<file path="src/mf2_defs.svh">
/*
 * Multiface Two constants: NMI and hide vectors, control and
 * snooped I/O ports, shadow store locations and RAM size
 */
`ifndef MF2_DEFS_SVH
`define MF2_DEFS_SVH

// Z80 fetch addresses
`define MF2_NMI_VECTOR      16'h0066
`define MF2_HIDE_VECTOR     16'h0065    // RET in MF2 ROM, card goes hidden

// Page in at FEE8, page out at FEEA
`define MF2_CTRL_PORT_HI    14'h3FBA

// I/O port high bytes
`define MF2_PORT_GA         8'h7F
`define MF2_PORT_CRTC_SEL   8'hBC
`define MF2_PORT_CRTC_VAL   8'hBD
`define MF2_PORT_PPI        8'hF7
`define MF2_PORT_ROMSEL     8'hDF

// Where the MF2 software expects the hardware state
`define MF2_SH_PEN          13'h1FCF
`define MF2_SH_BORDER       13'h1FDF
`define MF2_SH_COLOUR_BASE  13'h1F90    // 16 ink entries
`define MF2_SH_MODE         13'h1FEF
`define MF2_SH_BANK         13'h1FFF
`define MF2_SH_CRTC_SEL     13'h1CFF
`define MF2_SH_CRTC_BASE    13'h1DB0    // 16 CRTC registers
`define MF2_SH_PPI          13'h17FF
`define MF2_SH_ROMSEL       13'h1AAC

`define MF2_RAM_DEPTH       8192
`define MF2_IDLE_BYTE       8'hFF       // Bus is wired-AND, FF means no driver

`endif

</file>
<file path="src/mf2_pkg.sv">
/*
 * Multiface Two types shared by the bus interface and all blocks
 */
package mf2_pkg;

	// Bus widths
	typedef logic [15:0] cpu_addr_t;
	typedef logic [7:0]  cpu_data_t;
	typedef logic [12:0] mf2_addr_t;    // 8 KB card RAM

	// Hardware register latches
	typedef logic [4:0] pen_index_t;    // Bit 4 selects border
	typedef logic [3:0] crtc_reg_t;

	// Encoding follows the old configuration bits
	typedef enum logic [1:0] {
		MF2_ENABLED  = 2'd0,
		MF2_HIDDEN   = 2'd1,
		MF2_DISABLED = 2'd2
	} mf2_mode_t;

	typedef enum logic [1:0] {
		ST_IDLE        = 2'd0,
		ST_NMI_PENDING = 2'd1,
		ST_PAGED       = 2'd2
	} mf2_state_t;

endpackage

</file>
<file path="src/mf2_bus_if.sv">
/*
 * Snooped CPU bus with the strobe edge pulses, shared by the card blocks
 */
`timescale 1ns/1ns

interface mf2_bus_if import mf2_pkg::*; ();

	cpu_addr_t cpu_addr;
	cpu_data_t cpu_dout;
	logic      mem_wr;
	logic      mem_rd;

	// One-cycle pulses
	logic io_wr_rise;
	logic m1_rise;
	logic button_rise;

	modport monitor (
		output cpu_addr, cpu_dout, mem_wr, mem_rd,
		output io_wr_rise, m1_rise, button_rise
	);

	modport sink (
		input cpu_addr, cpu_dout, mem_wr, mem_rd,
		input io_wr_rise, m1_rise, button_rise
	);

endinterface

</file>
<file path="src/mf2_shadow_map.sv">
/*
 * Shadow map: maps writes to the gate array, CRTC, PPI and ROM select
 * ports onto fixed Multiface RAM bytes
 */
`timescale 1ns/1ns
`include "mf2_defs.svh"

module mf2_shadow_map import mf2_pkg::*; (
	input  logic      clk_sys,
	input  logic      reset,
	mf2_bus_if.sink   bus,
	output logic      store_req,
	output mf2_addr_t store_addr
);

	pen_index_t pen_index;
	crtc_reg_t  crtc_reg;
	logic       mapped;
	logic       ga_pen_sel;
	logic       crtc_sel;

	assign ga_pen_sel = (bus.cpu_addr[15:8] == `MF2_PORT_GA) && (bus.cpu_dout[7:6] == 2'b00);
	assign crtc_sel   = (bus.cpu_addr[15:8] == `MF2_PORT_CRTC_SEL);

	// Port decode
	always_comb begin
		mapped     = 1'b1;
		store_addr = '0;
		case (bus.cpu_addr[15:8])
			`MF2_PORT_GA: begin
				// Gate array function in data bits 7:6
				case (bus.cpu_dout[7:6])
					2'b00: store_addr = `MF2_SH_PEN;
					2'b01: begin
						if (pen_index[4])
							store_addr = `MF2_SH_BORDER;
						else
							store_addr = `MF2_SH_COLOUR_BASE + {9'd0, pen_index[3:0]};
					end
					2'b10:   store_addr = `MF2_SH_MODE;
					default: store_addr = `MF2_SH_BANK;
				endcase
			end
			`MF2_PORT_CRTC_SEL: store_addr = `MF2_SH_CRTC_SEL;
			`MF2_PORT_CRTC_VAL: store_addr = `MF2_SH_CRTC_BASE + {9'd0, crtc_reg};
			`MF2_PORT_PPI:      store_addr = `MF2_SH_PPI;
			`MF2_PORT_ROMSEL:   store_addr = `MF2_SH_ROMSEL;
			default:            mapped = 1'b0;
		endcase
	end

	assign store_req = bus.io_wr_rise && mapped;

	////////////////////////////////
	// Register latches
	////////////////////////////////

	// Colour and CRTC value writes index through these
	always_ff @(posedge clk_sys) begin
		if (reset) begin
			pen_index <= '0;
			crtc_reg  <= '0;
		end else if (bus.io_wr_rise) begin
			if (ga_pen_sel)
				pen_index <= bus.cpu_dout[4:0];
			if (crtc_sel)
				crtc_reg <= bus.cpu_dout[3:0];
		end
	end

endmodule

</file>
<file path="src/flat_wrapper.sv">
// flat-port wrapper written by rule: the top's interface ports become plain ports
module mf2_shadow_map_flat import mf2_pkg::*;
  (clk_sys, reset, store_req, store_addr, bus_cpu_addr, bus_cpu_dout, bus_mem_wr, bus_mem_rd, bus_io_wr_rise, bus_m1_rise, bus_button_rise);
  mf2_bus_if bus_i ();
  input  logic clk_sys;
  input  logic reset;
  output logic store_req;
  output mf2_addr_t store_addr;
  input wire logic [$bits(bus_i.cpu_addr)-1:0] bus_cpu_addr;
  input wire logic [$bits(bus_i.cpu_dout)-1:0] bus_cpu_dout;
  input wire logic [$bits(bus_i.mem_wr)-1:0] bus_mem_wr;
  input wire logic [$bits(bus_i.mem_rd)-1:0] bus_mem_rd;
  input wire logic [$bits(bus_i.io_wr_rise)-1:0] bus_io_wr_rise;
  input wire logic [$bits(bus_i.m1_rise)-1:0] bus_m1_rise;
  input wire logic [$bits(bus_i.button_rise)-1:0] bus_button_rise;
  assign bus_i.cpu_addr = bus_cpu_addr;
  assign bus_i.cpu_dout = bus_cpu_dout;
  assign bus_i.mem_wr = bus_mem_wr;
  assign bus_i.mem_rd = bus_mem_rd;
  assign bus_i.io_wr_rise = bus_io_wr_rise;
  assign bus_i.m1_rise = bus_m1_rise;
  assign bus_i.button_rise = bus_button_rise;
  mf2_shadow_map u_core (.clk_sys(clk_sys), .reset(reset), .bus(bus_i), .store_req(store_req), .store_addr(store_addr));
endmodule
</file>
<file path="config.mk">
export PLATFORM = sky130hd
export DESIGN_NAME = mf2_shadow_map_flat
export DESIGN_NICKNAME = d
export VERILOG_FILES = /design/src/mf2_pkg.sv /design/src/mf2_bus_if.sv /design/src/mf2_shadow_map.sv /design/src/flat_wrapper.sv
export VERILOG_INCLUDE_DIRS = /design/src
export SDC_FILE = /design/constraint.sdc
export NUM_CORES = 1
export LEC_CHECK = 0
export BUFFER_PORTS_ARGS = -buffer_cell sky130_fd_sc_hd__buf_4
export CORE_MARGIN = 1.5
export CORE_UTILIZATION = 42
export CTS_CLUSTER_DIAMETER = 30
export DETAILED_ROUTE_END_ITERATION = 10
export GPL_TIMING_DRIVEN = 0
export PLACE_DENSITY = 0.8
export SYNTH_ARGS = -nofsm -noshare
export SYNTH_HDL_FRONTEND = slang
export SYNTH_SLANG_ARGS = --single-unit
</file>
<file path="constraint.sdc">
create_clock -name clk_sys -period 3.1 [get_ports clk_sys]
set_clock_uncertainty 0.05 [all_clocks]
set_input_delay 0.62 -clock clk_sys [delete_from_list [all_inputs] [get_ports clk_sys]]
set_output_delay 0.62 -clock clk_sys [all_outputs]
set_load 0.02 [all_outputs]
</file>
==> results of run 1 <==
==> worst max-delay path: stages <==
cell and delay, ps:
buf_4 120, or3b_1 400, a211o_1 310, a221o_1 280
buf_4 160
==> where the power goes <==
group,internal [mW],switching (mW)
Sequential,0.116,0.0000415
Combinational,0.0220,0.0227
Clock,0.0495,0.0401
Total,0.187,0.0628
==> cells in the final DEF, fill, tap and decap left out, types with 3 or more instances in the layout <==
cell	count
mux2i_1	9
dfxtp_1	9
or3b_1	3
buf_4	31
clkbuf_4	3
o21ai_0	5
nor2_1	13
nand2_1	7
==> cell type report <==
class / count / area share (%)
inverters: 1 / 0.4225
plain buffers: 2 / 1.268
clock buffers: 4 / 2.958
repair buffers: 30 / 25.35
flip-flops and latches: 9 / 20.28
multi-input cells: 62 / 47.61
well taps: 15 / 2.113
==> metrics by stage <==
step	utilization (%)	instance area, um^2	hold WS (ps)	power, mW
final	66.60	888.4	443.1	0.2501
after global routing	66.60	888.4	486.8	0.2640
after CTS	66.60	888.4	446.6	0.2544
after detailed placement	64.63	862.1	431.1	0.1630
after global placement	64.63	862.1	417.5	0.1617
after floorplan	-	618.1	403.3	0.1355
==> layer usage <==
layer	vias up	GRT usage (%)	wire length, um	part of all wire, %
li1	339	-	-	-
met3	4	3.191	91	6.0
met5	-	0	0	0
met1	303	24.76	641	42
met4	0	14.52	26	1.7
met2	24	35.94	763	50
==> cells in the mapped netlist, drive strengths merged <==
| library cell | number |
|---|---|
| a211o | 1 |
| a21boi | 1 |
| a21oi | 2 |
| a221o | 2 |
| and4 | 1 |
| buf | 2 |
| dfxtp | 9 |
| inv | 1 |
| mux2i | 9 |
| nand2 | 7 |
| nand2b | 1 |
| nand3 | 2 |
| nand4 | 3 |
| nand4b | 1 |
| nor2 | 13 |
| nor2b | 2 |
| nor3 | 4 |
| nor3b | 2 |
| nor4 | 1 |
| o21ai | 5 |
| o31ai | 1 |
| or3 | 1 |
| or3b | 3 |
==> kinds of logic after synthesis <==
family / after synthesis
flip-flops: 9
multiplexers: 9
AO/OA/AOI/OAI: 12
buffers and inverters: 3
AND/OR/NAND/NOR: 41
==> final timing paths <==
kind	from	slack, ps	cells after the start	endpoint
worst min-delay path	u_core.pen_index[4]	440	2	u_core.pen_index[4]
worst max-delay path	bus_cpu_dout[7]	550	5	store_addr[1]
worst max register to register	u_core.pen_index[0]	2440	2	u_core.pen_index[0]
worst min register to register	u_core.pen_index[4]	440	2	u_core.pen_index[4]
==> impl_results.md, run 1 <==
* Post-synthesis mux area share at 14.57%
* Endpoints failing setup at 0
* Final nets at 140
* Synth warnings at 0
* H-tree Lvls at 1
* Final WL at 1523 um
* Crit-path max FO at 3
* Pwr Density at 281.5 nW/um^2
* Worst slew margin at 67.85%
* Final Cycle Share at 82.30%
* Avg WL per Cell at 12.38 um
* Area of the multi-input gates at 422.9 um^2
* Sequential share of the synthesized area at 29.15%
* Share of the synthesized area in the top cell type at 29.15%
* CTS tree: yes
* Mean post-synth cell area at 8.353 um^2
* Final WS setup at 548.7 ps
* Mapped Cells at 74
* Ratio of cells with drive above 1 in the final layout at 35.19%
* Skew-Pair Late Insertion Delay at 260 ps
* All-Layer GR Usage at 21.36%
* # hold bufs at CTS at 0
* Post-Synth Simple-Gate Area at 41.09%
* Via count of the first global-routing pass at 574
* Fill cell count at 128
* RD Place Congestion at 0.6570
* Area delta synth->final at 43.72%
* Core area at 1334 um^2
* Inst Count DP at 119
* CP endpoint kind: output port
* Synth cell types at 26
* Status: complete, no violations
* Initial DRC count at 6
* Post-Layout Cell Count at 123
* Setup TNS at 0 ps
* FF+latch area at 180.2 um^2
* Setup crit start kind: input port
* Clk pin slew, worst setup/hold paths at 60 ps
* Final ANT Viol Nets at 0
* Row cnt at 13
* Max clock buf depth at 2
* Post-CTS sizing at 0
* CP Data Required Time at 2430 ps
* Starting Density at 46.34%
* TritonCTS Sinks at 9
* Worst VDD drop at 0.2225 mV
* Largest net degree at the start of global routing at 10
* Placement Setup Slack at 556.5 ps
* Worst-margin pin slew at 478.6 ps
* Die area at 1711 um^2
* Vias post-DR at 670
* Final worst path period need at 2551 ps
* Max-cap violation count at 0
* Worst Setup Path Type: in2out
* Leading area contributor after synthesis: dfxtp_1
* Die width at 41.36 um
* Max FFs per register at 5
* Die H at 41.36 um
* Netlist Area Pre-Place at 618.1 um^2
* Leak pwr at 0.4279 nW
* Post-Synth XOR/XNOR Area at 0%
* Io pins at 45
* Complex-gate fraction of the synthesized area at 12.75%
* Hold Crit Class: reg2reg
* Clock root buffer: clkbuf_4
* RSZ-0062 raised after global routing: false
* Synth top area cells: dfxtp_1 29%, mux2i_1 15%, nor2_1 7.9%
* # Post-CTS Setup Buffers at 0
* Drt pass-1 iters at 2
* N_diodes at 0
* DR DRC count at 0
* Via density at 5.447
* Total grt overflow at 0
* Slew Viols, Final at 0
* Largest family of logic cells by synthesized area: simple AND/OR/NAND/NOR gates
* Adder-cell share of the synthesized area at 0%
* Inserted Clock Buffers at 3
* First-pass GRT wire length at 2332 um
* Synthesized net count at 105
* Fmax at 392.0 MHz
* Final hold vios at 0
* Initial antenna violation count at 0
* Port Buffer Count at 30
* Flops & latches, synth at 9
* Crit path arrival time at 1880 ps
No activity file was read; power rests on OpenSTA's default activity.
==> run 2, diff against run 1 <==
CORE_ASPECT_RATIO = 1.2   (was not set)
CORE_UTILIZATION = 35   (was 42)
PLACE_DENSITY = 0.71   (was 0.8)
clock period = 2.2 ns   (was 3.1 ns; I/O delays follow)
==> run 2 against run 1 <==
Setup slack got worse by 510 ps. Via count is 0.60% higher. Core utilization is 9.4 points lower. Design area is 5.6% higher.
==> impl_results.md, run 2 (same netlist as run 1, synthesis figures left out) <==
* Reg-to-reg slack, setup at 1510 ps (was 2440 ps)
* Via density at 5.266 (was 5.447)
* Avg WL per Cell at 12.63 um (was 12.38 um)
* Pwr Density at 384.6 nW/um^2 (was 281.5 nW/um^2)
* Port Buffer Count at 30 (unchanged)
* Final worst path period need at 2166 ps
* Setup crit start kind: input port (unchanged)
* RSZ-0062 raised after global routing: true (was false)
* Status: complete, no violations (unchanged)
* Hold Crit Endpoint: u_core.pen_index[4] (unchanged)
* Clk pin slew, worst setup/hold paths at 60 ps (about the same)
* Crit path arrival time at 1680 ps (was 1880 ps)
* Hold_sp: bus_cpu_dout[4] (was u_core.pen_index[4])
* Final WS setup at 34.08 ps (was 548.7 ps)
* Hold Crit Class: in2reg (was reg2reg)
* Commonest non-fill, non-tap cells in the layout: 31 x buf_4, 13 x nor2_1, 9 x mux2i_1 (was 31 x buf_4, 13 x nor2_1, 9 x mux2i_1, 9 x dfxtp_1, 7 x nand2_1)
* Initial antenna violation count at 0 (unchanged)
* Final ANT Viol Nets at 0 (unchanged)
* Commonest non-fill, non-tap cell in the layout: buf_4 (unchanged)
* CTS tree: yes (unchanged)
* All-Layer GR Usage at 17.71% (was 21.36%)
* Die H at 49.04 um (was 41.36 um)
* Die width at 41.36 um (unchanged)
* Clk pwr share at 35.9% (was 35.8%)
* Sequential power share at 45.2% (was 46.3%)
* Core area at 1642 um^2 (was 1334 um^2)
* Crit Reg-Reg Endpoint: u_core.crtc_reg[3] (was u_core.pen_index[0])
* Leak pwr at 0.4571 nW (was 0.4279 nW)
* Final hold vios at 0 (unchanged)
* Total grt overflow at 0 (unchanged)
* Fmax at 461.7 MHz
* Reg2Reg Depth at 2 (unchanged)
* Final nets at 142 (was 140)
* Vias post-DR at 674 (was 670)
* Reg2reg start: u_core.crtc_reg[3] (was u_core.pen_index[0])
* Drt pass-1 iters at 4 (was 2)
* Ratio of cells with drive above 1 in the final layout at 40.00% (was 35.19%)
* Endpoints failing setup at 0 (unchanged)
* Skew-Pair Late Insertion Delay at 260 ps (about the same)
* Worst-margin pin slew at 502.8 ps (was 478.6 ps)
* H-tree Lvls at 1 (unchanged)
* Die area at 2028 um^2 (was 1711 um^2)
* Crit-path max FO at 3 (unchanged)
* N_diodes at 0 (unchanged)
* Comb pwr share at 18.9% (was 17.9%)
* Placement Setup Slack at 4.487 ps (was 556.5 ps)
* Via count of the first global-routing pass at 630 (was 574)
* # hold bufs at CTS at 0 (unchanged)
* Worst slew margin at 66.23% (was 67.85%)
* Max-cap violation count at 0 (unchanged)
* Largest net degree at the start of global routing at 10 (unchanged)
* Worst Setup Path Type: in2out (unchanged)
* Row cnt at 16 (was 13)
* CP endpoint kind: output port (unchanged)
* TritonCTS Sinks at 9 (unchanged)
* Starting Density at 37.65% (was 46.34%)
* Switching Fraction at 26.10% (was 25.12%)
* Final Cycle Share at 98.45%
* Util after Layout at 57.16% (was 66.60%)
* RD Place Congestion at 0.6898 (was 0.6570)
* Internal cell power at 0.2668 mW (was 0.1873 mW)
* Inst Count DP at 122 (was 119)
* Area delta synth->final at 51.82% (was 43.72%)
* Max clock buf depth at 2 (unchanged)
* Fill cell count at 179 (was 128)
* Worst VDD drop at 0.3392 mV (was 0.2225 mV)
* First-pass GRT wire length at 2518 um (was 2332 um)
* Post-Layout Cell Count at 128 (was 123)
* DR DRC count at 0 (unchanged)
* Inserted Clock Buffers at 3 (unchanged)
* Final WL at 1616 um (was 1523 um)
* Initial DRC count at 5 (was 6)
* Slew Viols, Final at 0 (unchanged)
* Io pins at 45 (unchanged)
* Sw Pwr at 0.09419 mW (was 0.06283 mW)
* Hold-critical path depth at 3 (was 2)
* Post-detail-place hpwl at 1240 um
* CP Data Required Time at 1710 ps (was 2430 ps)
* Clock root buffer: clkbuf_4 (unchanged)
* Critical path origin: bus_cpu_dout[7] (unchanged)
* Max FFs per register at 5 (unchanged)
## run 2: what timing repair did
item,4_1_cts,5_1_grt
resized for setup,3,5
endpoints found under the hold margin,0,0
setup buffers,2,0
pin swaps,2,1
endpoints found under the setup margin,2,3
## run 2: how the worst max path moves through the flow
stage                    endpoint  depth (start not counted)  slack, ps
floorplan           store_addr[0]                          4        150
global placement    store_addr[1]                          5          2
detailed placement  store_addr[1]                          5          4
CTS                 store_addr[1]                          4         -7
global route        store_addr[1]                          4        -20
finish              store_addr[0]                          5         30
## run 2: power groups by stage
stage                     clock network (mW)  logic, mW  registers (mW)
final                                  0.130     0.0682           0.163
after global routing                   0.142     0.0742           0.163
after CTS                              0.137     0.0655           0.163
after detailed placement                   0     0.0625           0.167
after global placement                     0     0.0617           0.167
after floorplan                            0     0.0241           0.167
## run 2: per-layer routing
metal  GRT usage [%]  vias to the layer above  part of all wire [%]
met2           28.65                       28                    47
li1                -                      344                     -
met1           21.59                      300                    44
met5               0                        -                     0
met4           9.677                        0                  0.87
met3           1.370                        2                   7.1
## run 2: worst max-delay path, stage by stage
cell and delay, ps:
buf_4 120, or3b_4 390, a211o_1 300, a221o_1 290, buf_6 140
## run 2: layout make-up
class / instances / area [um^2] / share of cell area, %
plain buffers: 2 / 11.26 / 1.200
clock buffers: 4 / 26.28 / 2.800
inverters: 1 / 3.754 / 0.4000
multi-input cells: 62 / 445.4 / 47.47
flip-flops and latches: 9 / 181.4 / 19.33
well taps: 18 / 22.52 / 2.400
repair buffers: 32 / 247.7 / 26.40
## run 2: through the flow
| stage | TNS, ps | hold slack, ps | instance area [um^2] | total power [mW] |
|---|---|---|---|---|
| CTS | -7.427 | 358.8 | 917.1 | 0.3659 |
| floorplan | 0 | 403.3 | 618.1 | 0.1909 |
| finish | 0 | 363.6 | 938.4 | 0.3609 |
| global placement | 0 | 419.4 | 865.8 | 0.2285 |
| global route | -20.70 | 369.2 | 938.4 | 0.3791 |
| detailed placement | 0 | 428.4 | 865.8 | 0.2293 |
==> run 3, diff against run 2 <==
RECOVER_POWER = 100   (was not set)
==> run 3 against run 2 <==
Register-to-register slack improved by 30 ps. Via count unchanged. First-iteration DRC count increased by 20%.
==> impl_results.md, run 3 (same netlist as run 1, synthesis figures left out) <==
* Status: complete, no violations (unchanged)
* Inserted Clock Buffers at 3 (unchanged)
* Final nets at 142 (unchanged)
* Hold Crit Class: in2reg (unchanged)
* Row cnt at 16 (unchanged)
* Crit path arrival time at 1680 ps (about the same)
* Max FFs per register at 5 (unchanged)
* Placement Setup Slack at 4.487 ps (unchanged)
* RSZ-0062 raised after global routing: true (unchanged)
* CP Data Required Time at 1710 ps (about the same)
* Die area at 2028 um^2 (unchanged)
* # hold bufs at CTS at 0 (unchanged)
* Worst Setup Path Type: in2out (unchanged)
* Buf/Inv on CP at 2 (unchanged)
* Max-cap violation count at 0 (unchanged)
* Die width at 41.36 um (unchanged)
* Crit path cell chain: buf_4 > or3b_4 > a211o_1 > a221o_1 > buf_6 (unchanged)
* Crit path max-delay family: compound AO/OA/AOI/OAI gates (unchanged)
* Hold-critical path depth at 3 (unchanged)
* Via count of the first global-routing pass at 630 (unchanged)
* Total grt overflow at 0 (unchanged)
* Pwr Density at 397.1 nW/um^2 (was 384.6 nW/um^2)
* Drt pass-1 iters at 4 (unchanged)
* Via density at 5.266 (unchanged)
* Worst slew margin at 66.53% (was 66.23%)
* Avg WL per Cell at 12.63 um (about the same)
* Final ANT Viol Nets at 0 (unchanged)
* Io pins at 45 (unchanged)
* Post-detail-place hpwl at 1240 um (unchanged)
* Starting Density at 37.65% (unchanged)
* Clk pin slew, worst setup/hold paths at 60 ps (about the same)
* TritonCTS Sinks at 9 (unchanged)
* H-tree Lvls at 1 (unchanged)
* Sw Pwr at 0.09477 mW (was 0.09419 mW)
* Final worst path period need at 2166 ps (about the same)
* Final hold vios at 0 (unchanged)
* Vias post-DR at 674 (unchanged)
* Area delta synth->final at 46.76% (was 51.82%)
* Initial antenna violation count at 0 (unchanged)
* First-pass GRT wire length at 2518 um (unchanged)
* Reg2Reg Depth at 2 (unchanged)
* Port Buffer Count at 30 (unchanged)
* Clock root buffer: clkbuf_4 (unchanged)
* DR DRC count at 0 (unchanged)
* Largest net degree at the start of global routing at 10 (unchanged)
* Max clock buf depth at 2 (unchanged)
* RD Place Congestion at 0.6898 (unchanged)
* Levels on crit path at 5 (unchanged)
* Commonest non-fill, non-tap cell in the layout: buf_4 (unchanged)
* WHS at 364.1 ps (was 363.6 ps)
* Sequential power share at 45.3% (was 45.2%)
* Initial DRC count at 6 (was 5)
* Die H at 49.04 um (unchanged)
* Core area at 1642 um^2 (unchanged)
* Commonest non-fill, non-tap cells in the layout: 20 x buf_4, 13 x nor2_1, 9 x mux2i_1 (was 31 x buf_4, 13 x nor2_1, 9 x mux2i_1)
* Worst-margin pin slew at 498.4 ps (was 502.8 ps)
* Switching Fraction at 26.31% (was 26.10%)
* Clk pwr share at 36.2% (was 35.9%)
* CTS tree: yes (unchanged)
* Slew Viols, Final at 0 (unchanged)
* Leak pwr at 0.4312 nW (was 0.4571 nW)
* Internal cell power at 0.2654 mW (was 0.2668 mW)
* Final Cycle Share at 98.47% (was 98.45%)
* Skew-Pair Late Insertion Delay at 260 ps (about the same)
* All-Layer GR Usage at 17.71% (unchanged)
* Slowest CP cell: or3b_4 (unchanged)
* Comb pwr share at 18.5% (was 18.9%)
* N_diodes at 0 (unchanged)
* Ratio of cells with drive above 1 in the final layout at 35.45% (was 40.00%)
* Setup crit start kind: input port (unchanged)
* Crit path largest cell delay at 390 ps (about the same)
* Worst VDD drop at 0.3393 mV (was 0.3392 mV)
* Final WS setup at 33.57 ps (was 34.08 ps)
* CP endpoint kind: output port (unchanged)
* Crit-path max FO at 3 (unchanged)
* Final WL at 1617 um (was 1616 um)
* Fmax at 461.6 MHz (was 461.7 MHz)
* Endpoints failing setup at 0 (unchanged)
==> run 3: cell types whose count changed in the layout (fill, tap and decap cells not counted) <==
cell      before  now
buf_4         31   20
clkbuf_4       3    4
clkbuf_1       1    6
clkbuf_2       0    5
==> run 3: layout make-up <==
class	count	area, um^2
Clock buffer	4	26.28
Sequential cell	9	181.4
Multi-Input combinational cell	62	445.4
Inverter	1	3.754
Tap cell	18	22.52
Buffer	2	11.26
Timing Repair Buffer	32	216.5
Fill cell	182	734.5
==> run 3: worst paths after layout <==
| path | from | to | slack, ps |
|---|---|---|---|
| worst min-delay path | bus_cpu_dout[4] | u_core.pen_index[4] | 360 |
| worst min register to register | u_core.pen_index[4] | u_core.pen_index[4] | 440 |
| worst max register to register | u_core.pen_index[0] | u_core.pen_index[0] | 1540 |
| worst max-delay path | bus_cpu_dout[7] | store_addr[0] | 30 |
==> run 3: tightest hold or removal path, cell delays in order <==
cell     delay [ps]
buf_4            80
mux2i_1          50
nor2_1           70
==> run 3: stage by stage <==
step	setup TNS [ps]	std cells	util (%)	area, um^2	total power [mW]
after floorplan	0	74	-	618.1	0.1909
final	0	128	55.26	907.1	0.3602
after CTS	-7.427	128	55.87	917.1	0.3659
after detailed placement	0	122	52.74	865.8	0.2293
after global placement	0	122	52.74	865.8	0.2285
after global routing	-20.70	128	55.26	907.1	0.3777
==> run 3: timing repair <==
| item | CTS | global route |
|---|---|---|
| pin swaps | 2 | 1 |
| endpoints found under the setup margin | 2 | 3 |
| gates resized for setup | 3 | 5 |
| hold endpoints to repair | 0 | 0 |
| setup buffers | 2 | 0 |
==> run 3: power by group through the flow <==
stage	Clock [mW]	Combinational [mW]	Sequential, mW
3_3_place_gp	0	0.0617	0.167
5_1_grt	0.142	0.0728	0.163
2_1_floorplan	0	0.0241	0.167
4_1_cts	0.137	0.0655	0.163
3_5_place_dp	0	0.0625	0.167
6_report	0.130	0.0668	0.163
==> run 3: routing by layer <==
| metal | routed length [um] | up-vias | share of wire (%) | track usage [%] |
|---|---|---|---|---|
| met5 | 0 | - | 0 | 0 |
| met4 | 14 | 0 | 0.87 | 9.677 |
| met3 | 103 | 2 | 6.4 | 1.370 |
| met2 | 766 | 28 | 47 | 28.65 |
| met1 | 732 | 298 | 45 | 21.59 |
| li1 | - | 346 | - | - |
